File: src/ccip_pkg.sv
// Offsets on the host port count 64-bit words; the window maps each word to 4 bytes
// Tag and data widths here must match the host port; Avalon side is single beat
package ccip_pkg;

  // ************************************************************
  // Widths
  // ************************************************************
  localparam int TAG_W  = 9;   // Host transaction id
  localparam int OFS_W  = 16;  // MMIO word offset
  localparam int DATA_W = 64;  // MMIO and Avalon data
  localparam int ADDR_W = 32;  // Avalon byte address

  // ************************************************************
  // Register map
  // ************************************************************
  localparam logic [DATA_W-1:0] AFU_ID      = 64'hC0DE_5EED_A1F0_0001;  // Read at offset 0
  localparam logic [OFS_W-1:0]  SCRATCH_OFS = 16'h0002;
  localparam logic [OFS_W-1:0]  WIN_BASE    = 16'h0100;  // First offset routed to Avalon

  // One MMIO request from the host
  typedef struct packed {
    logic              valid;
    logic              write;   // 1 = write, 0 = read
    logic [OFS_W-1:0]  offset;
    logic [TAG_W-1:0]  tag;
    logic [DATA_W-1:0] data;    // Write data, don't care on reads
  } mmio_req_t;

  // MMIO read response to the host
  typedef struct packed {
    logic              valid;
    logic [TAG_W-1:0]  tag;     // Copied from the request
    logic [DATA_W-1:0] data;
  } mmio_rsp_t;

  // Host to AFU port
  typedef struct packed {
    mmio_req_t mmio;
    logic      rsp_credit_return;  // One pulse gives back one response credit
  } if_rx_t;

  // AFU to host port
  typedef struct packed {
    mmio_rsp_t mmio;
    logic      req_credit_return;  // One pulse gives back one request credit
  } if_tx_t;

  // Queued Avalon access
  typedef struct packed {
    logic              write;
    logic [TAG_W-1:0]  tag;
    logic [ADDR_W-1:0] addr;    // Byte address
    logic [DATA_W-1:0] data;
  } avm_req_t;

endpackage

File: src/req_fifo.sv
// Show-ahead FIFO, dout is the head entry whenever empty is low
// Push while full and pop while empty are ignored
module req_fifo #(
  parameter type T     = logic [7:0],
  parameter int  DEPTH = 4
) (
  input  logic pClk,
  input  logic arst_n,
  input  logic soft_reset,
  input  logic push,
  input  T     din,
  input  logic pop,
  output T     dout,
  output logic empty,
  output logic full
);

  localparam int AW = (DEPTH > 1) ? $clog2(DEPTH) : 1;  // Pointer width
  localparam int CW = $clog2(DEPTH + 1);                // Count width

  T              mem [DEPTH];
  logic [AW-1:0] wr_ptr;
  logic [AW-1:0] rd_ptr;
  logic [CW-1:0] count;
  logic          do_push;
  logic          do_pop;

  // Wrap at DEPTH, which need not be a power of two
  function automatic logic [AW-1:0] ptr_inc(input logic [AW-1:0] p);
    return (p == AW'(DEPTH - 1)) ? '0 : p + 1'b1;
  endfunction

  assign do_push = push && !full;
  assign do_pop  = pop && !empty;
  assign empty   = (count == '0);
  assign full    = (count == CW'(DEPTH));
  assign dout    = mem[rd_ptr];

  // Storage
  always_ff @(posedge pClk)
  begin
    if (do_push)
      mem[wr_ptr] <= din;
  end

  // ************************************************************
  // Pointers and fill count
  // ************************************************************
  always_ff @(posedge pClk or negedge arst_n)
  begin
    if (!arst_n)
    begin
      wr_ptr <= '0;
      rd_ptr <= '0;
      count  <= '0;
    end
    else if (soft_reset)
    begin
      wr_ptr <= '0;
      rd_ptr <= '0;
      count  <= '0;
    end
    else
    begin
      if (do_push)
        wr_ptr <= ptr_inc(wr_ptr);
      if (do_pop)
        rd_ptr <= ptr_inc(rd_ptr);
      case ({do_push, do_pop})
        2'b10:   count <= count + 1'b1;
        2'b01:   count <= count - 1'b1;
        default: count <= count;  // Both or neither
      endcase
    end
  end

endmodule

File: src/mmio_decoder.sv
// Decode is combinational on the registered request; only the scratch register is state
// Unmapped local reads return 0, unmapped and ID writes are dropped
module mmio_decoder
  import ccip_pkg::*;
(
  input  logic      pClk,
  input  logic      arst_n,
  input  logic      soft_reset,
  input  mmio_req_t req,
  output logic      avm_push,
  output avm_req_t  avm_req,
  output mmio_rsp_t local_rsp
);

  logic [DATA_W-1:0] scratch;
  logic              in_win;    // Offset falls in the Avalon window
  logic [OFS_W-1:0]  win_ofs;   // Word offset inside the window
  logic [DATA_W-1:0] rd_data;   // Local read mux

  assign in_win  = (req.offset >= WIN_BASE);
  assign win_ofs = req.offset - WIN_BASE;

  // ************************************************************
  // Avalon window
  // ************************************************************
  assign avm_push = req.valid && in_win;  // Host has spent a credit for this one

  always_comb
  begin
    avm_req.write = req.write;
    avm_req.tag   = req.tag;
    // Word offset times 4 gives the byte address
    avm_req.addr  = {{(ADDR_W - OFS_W - 2){1'b0}}, win_ofs, 2'b00};
    avm_req.data  = req.data;
  end

  // ************************************************************
  // Local registers
  // ************************************************************
  always_ff @(posedge pClk or negedge arst_n)
  begin
    if (!arst_n)
      scratch <= '0;
    else if (soft_reset)
      scratch <= '0;
    else if (req.valid && req.write && !in_win && (req.offset == SCRATCH_OFS))
      scratch <= req.data;
  end

  always_comb
  begin
    case (req.offset)
      16'h0000:    rd_data = AFU_ID;   // Identifier is read only
      SCRATCH_OFS: rd_data = scratch;
      default:     rd_data = '0;       // Unmapped
    endcase
  end

  // Goes straight to the Tx register in the arbiter
  always_comb
  begin
    local_rsp.valid = req.valid && !req.write && !in_win;
    local_rsp.tag   = req.tag;
    local_rsp.data  = rd_data;
  end

endmodule

File: src/avmm_master.sv
// One access at a time, so read data comes back in tag order
// Slave must not return readdatavalid in the cycle that accepts the read
module avmm_master
  import ccip_pkg::*;
(
  input  logic              pClk,
  input  logic              arst_n,
  input  logic              soft_reset,
  // Request queue head
  input  avm_req_t          req,
  input  logic              req_empty,
  output logic              req_pop,
  // Read response queue
  input  logic              rsp_full,
  output logic              rsp_push,
  output mmio_rsp_t         rsp,
  // Avalon-MM
  input  logic              avs_waitrequest,
  input  logic [DATA_W-1:0] avs_readdata,
  input  logic              avs_readdatavalid,
  output logic [ADDR_W-1:0] avs_address,
  output logic [DATA_W-1:0] avs_writedata,
  output logic              avs_write,
  output logic              avs_read,
  output logic [7:0]        avs_byteenable
);

  typedef enum logic [1:0] {
    ST_IDLE,       // Waiting for a queued request
    ST_ISSUE,      // Command on the bus, held under waitrequest
    ST_WAIT_DATA   // Read accepted, waiting for readdatavalid
  } state_t;

  state_t           state;
  logic [TAG_W-1:0] tag_q;    // Tag of the access in flight
  logic             start;

  // Reads start only when the response has somewhere to go
  assign start = !req_empty && (req.write || !rsp_full);

  assign req_pop  = (state == ST_ISSUE) && !avs_waitrequest;   // Accepted by the slave
  assign rsp_push = (state == ST_WAIT_DATA) && avs_readdatavalid;

  always_comb
  begin
    rsp.valid = rsp_push;
    rsp.tag   = tag_q;
    rsp.data  = avs_readdata;
  end

  assign avs_byteenable = '1;  // Full 64-bit word every time

  // ************************************************************
  // Command FSM
  // ************************************************************
  always_ff @(posedge pClk or negedge arst_n)
  begin
    if (!arst_n)
    begin
      state     <= ST_IDLE;
      avs_read  <= 1'b0;
      avs_write <= 1'b0;
    end
    else if (soft_reset)
    begin
      state     <= ST_IDLE;
      avs_read  <= 1'b0;
      avs_write <= 1'b0;
    end
    else
    begin
      case (state)
        ST_IDLE:
        begin
          if (start)
          begin
            avs_read  <= !req.write;
            avs_write <= req.write;
            state     <= ST_ISSUE;
          end
        end
        ST_ISSUE:
        begin
          if (!avs_waitrequest)
          begin
            avs_read  <= 1'b0;
            avs_write <= 1'b0;
            state     <= avs_read ? ST_WAIT_DATA : ST_IDLE;  // Writes are done here
          end
        end
        ST_WAIT_DATA:
        begin
          if (avs_readdatavalid)
            state <= ST_IDLE;
        end
        default: state <= ST_IDLE;
      endcase
    end
  end

  // Address, data and tag stay put until the next start
  always_ff @(posedge pClk)
  begin
    if ((state == ST_IDLE) && start)
    begin
      avs_address   <= req.addr;
      avs_writedata <= req.data;
      tag_q         <= req.tag;
    end
  end

endmodule

File: src/tx_arbiter.sv
// Avalon responses win; one local response can wait, a second one before it drains is lost
// Host must not return more response credits than it was given
module tx_arbiter
  import ccip_pkg::*;
#(
  parameter int RSP_CREDITS = 2
) (
  input  logic      pClk,
  input  logic      arst_n,
  input  logic      soft_reset,
  input  mmio_rsp_t local_rsp,
  input  mmio_rsp_t avm_rsp,
  input  logic      avm_rsp_empty,
  output logic      avm_rsp_pop,
  input  logic      req_popped,         // Request queue entry consumed
  input  logic      rsp_credit_return,
  output if_tx_t    tx
);

  localparam int CW = $clog2(RSP_CREDITS + 1);

  logic [CW-1:0] credits;     // Response credits held by the AFU
  logic          hold_vld;
  mmio_rsp_t     hold_q;      // Local response waiting for its turn
  logic          loc_vld;
  mmio_rsp_t     loc_rsp;     // Local candidate, held entry first
  logic          can_send;
  logic          send_avm;
  logic          send_loc;

  // ************************************************************
  // Arbitration
  // ************************************************************
  assign loc_vld  = hold_vld || local_rsp.valid;
  assign loc_rsp  = hold_vld ? hold_q : local_rsp;
  assign can_send = (credits != '0);
  assign send_avm = can_send && !avm_rsp_empty;
  assign send_loc = can_send && !send_avm && loc_vld;

  assign avm_rsp_pop = send_avm;

  // Holding register
  always_ff @(posedge pClk or negedge arst_n)
  begin
    if (!arst_n)
      hold_vld <= 1'b0;
    else if (soft_reset)
      hold_vld <= 1'b0;
    else if (local_rsp.valid && (hold_vld || !send_loc))
      hold_vld <= 1'b1;   // New one could not bypass
    else if (send_loc)
      hold_vld <= 1'b0;
  end

  always_ff @(posedge pClk)
  begin
    if (local_rsp.valid && (hold_vld || !send_loc))
      hold_q <= local_rsp;
  end

  // Credit counter
  always_ff @(posedge pClk or negedge arst_n)
  begin
    if (!arst_n)
      credits <= CW'(RSP_CREDITS);
    else if (soft_reset)
      credits <= CW'(RSP_CREDITS);
    else
      credits <= credits - CW'(send_avm || send_loc) + CW'(rsp_credit_return);
  end

  // ************************************************************
  // Tx register
  // ************************************************************
  always_ff @(posedge pClk or negedge arst_n)
  begin
    if (!arst_n)
      tx <= '0;
    else if (soft_reset)
      tx <= '0;
    else
    begin
      tx.mmio.valid        <= send_avm || send_loc;
      tx.mmio.tag          <= send_avm ? avm_rsp.tag : loc_rsp.tag;
      tx.mmio.data         <= send_avm ? avm_rsp.data : loc_rsp.data;
      tx.req_credit_return <= req_popped;  // One pulse per popped entry
    end
  end

endmodule

File: src/afu.sv
// Interconnect only; the request queue relies on host credits and is never pushed full
module afu
  import ccip_pkg::*;
#(
  parameter int REQ_CREDITS = 4,
  parameter int RSP_CREDITS = 2
) (
  input  logic              pClk,
  input  logic              arst_n,
  input  logic              soft_reset,
  input  if_rx_t            rx,
  output if_tx_t            tx,
  input  logic              avs_waitrequest,
  input  logic [DATA_W-1:0] avs_readdata,
  input  logic              avs_readdatavalid,
  output logic [ADDR_W-1:0] avs_address,
  output logic [DATA_W-1:0] avs_writedata,
  output logic              avs_write,
  output logic              avs_read,
  output logic [7:0]        avs_byteenable
);

  logic      avm_push;       // Decoder to request queue
  avm_req_t  avm_req_in;
  avm_req_t  avm_req_head;   // Queue head seen by the master
  logic      req_empty;
  logic      req_pop;        // Also drives the request credit return
  mmio_rsp_t local_rsp;      // Local register read data
  logic      rsp_push;       // Master to read response queue
  mmio_rsp_t rsp_in;
  mmio_rsp_t avm_rsp;
  logic      avm_rsp_empty;
  logic      avm_rsp_full;
  logic      avm_rsp_pop;

  mmio_decoder i_mmio_decoder (
    .pClk       (pClk),
    .arst_n     (arst_n),
    .soft_reset (soft_reset),
    .req        (rx.mmio),
    .avm_push   (avm_push),
    .avm_req    (avm_req_in),
    .local_rsp  (local_rsp)
  );

  // Window request queue, depth equals host request credits
  req_fifo #(
    .T     (avm_req_t),
    .DEPTH (REQ_CREDITS)
  ) i_req_fifo (
    .pClk       (pClk),
    .arst_n     (arst_n),
    .soft_reset (soft_reset),
    .push       (avm_push),
    .din        (avm_req_in),
    .pop        (req_pop),
    .dout       (avm_req_head),
    .empty      (req_empty),
    .full       ()              // Credits bound the fill level
  );

  avmm_master i_avmm_master (
    .pClk              (pClk),
    .arst_n            (arst_n),
    .soft_reset        (soft_reset),
    .req               (avm_req_head),
    .req_empty         (req_empty),
    .req_pop           (req_pop),
    .rsp_full          (avm_rsp_full),
    .rsp_push          (rsp_push),
    .rsp               (rsp_in),
    .avs_waitrequest   (avs_waitrequest),
    .avs_readdata      (avs_readdata),
    .avs_readdatavalid (avs_readdatavalid),
    .avs_address       (avs_address),
    .avs_writedata     (avs_writedata),
    .avs_write         (avs_write),
    .avs_read          (avs_read),
    .avs_byteenable    (avs_byteenable)
  );

  // Read response queue, drains only while response credits last
  req_fifo #(
    .T     (mmio_rsp_t),
    .DEPTH (RSP_CREDITS)
  ) i_rsp_fifo (
    .pClk       (pClk),
    .arst_n     (arst_n),
    .soft_reset (soft_reset),
    .push       (rsp_push),
    .din        (rsp_in),
    .pop        (avm_rsp_pop),
    .dout       (avm_rsp),
    .empty      (avm_rsp_empty),
    .full       (avm_rsp_full)
  );

  tx_arbiter #(
    .RSP_CREDITS (RSP_CREDITS)
  ) i_tx_arbiter (
    .pClk              (pClk),
    .arst_n            (arst_n),
    .soft_reset        (soft_reset),
    .local_rsp         (local_rsp),
    .avm_rsp           (avm_rsp),
    .avm_rsp_empty     (avm_rsp_empty),
    .avm_rsp_pop       (avm_rsp_pop),
    .req_popped        (req_pop),
    .rsp_credit_return (rx.rsp_credit_return),
    .tx                (tx)
  );

endmodule

File: src/ccip_std_afu.sv
// All host inputs pass one register stage; soft reset acts as a synchronous clear
// below while arst_n stays asynchronous. Avalon accesses are single beat only
module ccip_std_afu
  import ccip_pkg::*;
#(
  parameter int REQ_CREDITS = 4,  // Request queue depth, host starts with this many
  parameter int RSP_CREDITS = 2   // Response credits the AFU starts with
) (
  input  logic              pClk,
  input  logic              arst_n,
  input  logic              soft_reset,         // Active high, from the host
  input  if_rx_t            rx,
  output if_tx_t            tx,
  // Avalon-MM master
  input  logic              avs_waitrequest,
  input  logic [DATA_W-1:0] avs_readdata,
  input  logic              avs_readdatavalid,
  output logic [ADDR_W-1:0] avs_address,
  output logic [DATA_W-1:0] avs_writedata,
  output logic              avs_write,
  output logic              avs_read,
  output logic [7:0]        avs_byteenable
);

  if_rx_t rx_q;          // Registered host port
  logic   soft_reset_q;  // Registered soft reset

  // ************************************************************
  // Boundary registers
  // ************************************************************
  always_ff @(posedge pClk or negedge arst_n)
  begin
    if (!arst_n)
    begin
      rx_q         <= '0;
      soft_reset_q <= 1'b0;
    end
    else
    begin
      rx_q         <= rx;
      soft_reset_q <= soft_reset;
    end
  end

  // Reset pair goes down together, every flop below honors both
  afu #(
    .REQ_CREDITS (REQ_CREDITS),
    .RSP_CREDITS (RSP_CREDITS)
  ) i_afu (
    .pClk              (pClk),
    .arst_n            (arst_n),
    .soft_reset        (soft_reset_q),
    .rx                (rx_q),
    .tx                (tx),
    .avs_waitrequest   (avs_waitrequest),
    .avs_readdata      (avs_readdata),
    .avs_readdatavalid (avs_readdatavalid),
    .avs_address       (avs_address),
    .avs_writedata     (avs_writedata),
    .avs_write         (avs_write),
    .avs_read          (avs_read),
    .avs_byteenable    (avs_byteenable)
  );

endmodule

File: config.mk
export PLATFORM = sky130hd
export DESIGN_NAME = ccip_std_afu
export DESIGN_NICKNAME = d
export VERILOG_FILES = /design/src/ccip_pkg.sv /design/src/req_fifo.sv /design/src/mmio_decoder.sv /design/src/avmm_master.sv /design/src/tx_arbiter.sv /design/src/afu.sv /design/src/ccip_std_afu.sv
export SDC_FILE = /design/constraint.sdc
export NUM_CORES = 1
export LEC_CHECK = 0
export BUFFER_PORTS_ARGS = -buffer_cell sky130_fd_sc_hd__buf_2
export CAP_MARGIN = 20
export CORE_MARGIN = 4
export CORE_UTILIZATION = 53
export DETAILED_ROUTE_END_ITERATION = 7
export MAX_ROUTING_LAYER = met4
export PLACE_DENSITY = 0.8
export SYNTH_ARGS = -nofsm -noshare
export SYNTH_HDL_FRONTEND = slang
export SYNTH_SLANG_ARGS = --single-unit
File: constraint.sdc
create_clock -name pClk -period 5.2 [get_ports pClk]
set_input_delay 0.26 -clock pClk [delete_from_list [all_inputs] [get_ports pClk]]
set_output_delay 0.26 -clock pClk [all_outputs]
set_load 0.01 [all_outputs]
==> summary.txt <==
Vias in the first global route -> 19,200
WL per Instance -> 24.6 um
Critical Path End Type -> flip-flop
Via count -> 18,100
Internal power -> 12.8 mW
Outcome -> completed
Sequential share of the synthesized area -> 78.3%
Synth top area share -> 59.7%
Count of unique library cells instantiated by Yosys -> 53
Slowest cell delay on critical path -> 950 ps
Max-slew violation count -> 0
Post-route ant nets -> 0
Hold WC Path Type -> input pin to async pin
Fillers -> 4,197
Mapped Avg Cell Area -> 18.4 um^2
Vias/cell -> 5.60
Critical path fanouts, max -> 56
Root Buffer -> clkbuf_16
Number of synthesized register bits -> 918
Final setup viols -> 0
PwrDens -> 415 nW/um^2
R2r setup slk -> 1380 ps
Worst Reg-to-Reg Cells -> 7
RSZ-0062 raised after global routing -> no
I/O pins -> 342
Multi-input gate area -> 6710 um^2
Critical path depth in cells -> 7
Syn. warnings -> 0
Die Wd -> 260 um
Req. time, crit path -> 5690 ps
Sink Count -> 918
Clk buf depth -> 3
Storage element area -> 26,300 um^2
Worst-path clk slew -> 60 ps
Chip Height -> 260 um
Ys flop type -> edfxtp_1
Site Rows -> 92
Tcrit/Tclk final -> 73.4%
Crit-path most repeated cell -> buf_4
PostCTS Resize Cnt -> 0
Fin Clk Skew -> 26.1 ps
Cells after Synth -> 1,824
Clock power share -> 39.2%
First-pass DRT Iterations -> 5
Number of clock buffers inserted by TritonCTS -> 89
Skew-Pair Late Insertion Delay -> 650 ps
# port buffers -> 317
Worst slew pin tran -> 1140 ps
DR DRC count -> 0
P&R area growth vs syn -> 20.8%
Reg power frac -> 51.7%
Number of flops mapped to enable cells by yosys -> 668
Routed WL -> 79.6 mm
Buf/Inv on CP -> 2
Critical Path, Cell by Cell -> nor4bb_1 > and4_2 > buf_4 > nand4_1 > buf_4 > mux2i_1 > nor2_1
Synthesized area -> 33,600 um^2
Crit Path Class -> flip-flop to flip-flop
CP top delay family -> simple AND/OR/NAND/NOR gates
Comb pwr share -> 9.1%
Dpl hpwl -> 48.4 mm
Relative max-transition margin -> 24.2%
Initial Util -> 53.4%
TritonCTS clock tree -> built
Total of max-cap violations -> 0
Fin crit period -> 3820 ps
Crit path launch type -> flip-flop
Top cells by count, synth -> edfxtp_1 (668), dfrtp_1 (249), nor2_1 (112)
H-tree Lvls -> 3
Fmax -> 262 MHz
Nets -> 2,485
Slowest cell on crit path -> dfrtp_1
Final TNS setup -> 0 ps
Synth area leader -> edfxtp_1
Sw frac -> 23.8%
Die ar. -> 67,500 um^2
First-pass GRT wire length -> 119 mm
Gr usage total -> 24.3%
Max VDD drop -> 277 uV
Pin count of the biggest net entering global routing -> 104
Initial antenna violation count -> 3
Reg2Reg Launch Point -> rx_q[75]
Layout Utilization -> 64.5%
CORE AREA -> 63,000 um^2
Worst EP arrival -> 4300 ps
Most common cell in the netlist -> edfxtp_1
Total setup buffers inserted after CTS -> 0
Synth area leaders -> edfxtp_1 (60%), dfrtp_1 (19%), mux4_2 (6.0%), mux2i_1 (3.1%), a211oi_1 (2.5%)
Share of cells above drive strength 1 -> 26.6%
Reg2reg end -> i_afu.i_mmio_decoder.scratch[60]
Final hold vios -> 0
Sw Pwr -> 4.02 mW
Global placement routability congestion -> 0.785
Post-synth ARST share -> 27.2%
Cell leakage power -> 15.2 nW
Starting DRT DRC Count -> 1,969
Congestion Overflow GR -> 0
==> placed cells by master (no fill, tap or decap), drive strengths merged, types with 4 or more instances in the layout <==
cell and n:
a211oi 110, a21oi 8, a311oi 37, and2 43, buf 344, bufinv 9, clkbuf 116, clkinv 31
clkinvlp 5, conb 24, dfrtp 249, dlygate4sd3 160, edfxtp 668, ha 10, inv 17, mux2i 103
mux4 90, nand2 84, nand2b 5, nand4 4, nor2 112, nor2b 79, nor3 36, nor4 4
o21ai 5, xnor2 6, xor2 6
==> routing by layer <==
| metal | routed length [um] | track usage, % |
|---|---|---|
| met1 | 30300 | 30.8 |
| met2 | 40800 | 40.0 |
| met3 | 6060 | 4.94 |
| met4 | 2380 | 8.20 |
| met5 | 0 | - |
==> stage by stage <==
stage	worst slack, ps	hold slack [ps]	cell area [um^2]	std cells	power [mW]
floorplan	27.3	-35.6	33700	1846	9.56
global placement	1600	354	35900	2907	10.2
detailed placement	1390	369	35900	2907	10.3
CTS	1390	213	40600	3235	17.0
global route	1160	239	40600	3237	17.4
finish	1380	233	40600	3238	16.9
==> worst max path at each step <==
stage	slack, ps	startpoint	endpoint
after floorplan	30	i_afu.i_req_fifo.rd_ptr[1]	i_afu.i_avmm_master.avs_address[10]
after detailed placement	1390	rx_q[75]	i_afu.i_mmio_decoder.scratch[60]
after CTS	1390	rx_q[75]	i_afu.i_mmio_decoder.scratch[16]
after global routing	1160	rx_q[75]	i_afu.i_mmio_decoder.scratch[10]
after global placement	1600	rx_q[75]	i_afu.i_mmio_decoder.scratch[1]
final	1380	rx_q[75]	i_afu.i_mmio_decoder.scratch[60]
==> repair_timing <==
item | 4_1_cts | 5_1_grt
hold buffers | 160 | 0
endpoints found under the setup margin | 0 | 0
endpoints found under the hold margin | 323 | 0
==> layout make-up <==
cell class                      count  area share, %
Multi-Input combinational cell    790           16.5
Inverter                           10         0.0924
Clock buffer                      116           6.11
Antenna cell                        2         0.0123
Timing Repair Buffer              504           8.45
Sequential cell                   918           64.9
Clock inverter                     52           1.35
Tap cell                          846           2.61
==> kinds of logic after synthesis <==
group / synth area share, %
compound gates: 3.82
xor+xnor: 0.313
fa+ha+maj: 0.462
buf+inv: 2.14
flops: 78.3
mux: 9.13
other cells: 0.0223
simple gates: 5.80
==> flip-flops by register name, indices dropped and copies added (netlist names), 2 cells and up <==
signal and flops:
i_afu.i_req_fifo.mem 360, i_afu.i_rsp_fifo.mem 146, rx_q 92, i_afu.i_tx_arbiter.tx 75, i_afu.i_tx_arbiter.hold_q 73, i_afu.i_avmm_master.avs_writedata 64
i_afu.i_mmio_decoder.scratch 64, i_afu.i_avmm_master.avs_address 16, i_afu.i_avmm_master.tag_q 9, i_afu.i_req_fifo.count 3, i_afu.i_avmm_master.state 2, i_afu.i_req_fifo.rd_ptr 2
i_afu.i_req_fifo.wr_ptr 2, i_afu.i_rsp_fifo.count 2, i_afu.i_tx_arbiter.credits 2
==> worst register-to-register path, stage by stage, from the launching register on <==
cell and delay (ps):
dfrtp_1 950, nor4bb_1 300, and4_2 250, buf_4 420
nand4_1 630, buf_4 640, mux2i_1 390, nor2_1 60
==> power groups by stage <==
stage | Combinational (mW) | Clock, mW | Sequential [mW]
final | 1.53 | 6.61 | 8.71
after global routing | 1.64 | 7.03 | 8.76
after CTS | 1.54 | 6.70 | 8.71
after detailed placement | 1.43 | 0 | 8.86
after global placement | 1.40 | 0 | 8.83
after floorplan | 0.730 | 0 | 8.83
(Power assumes the default switching activity.)
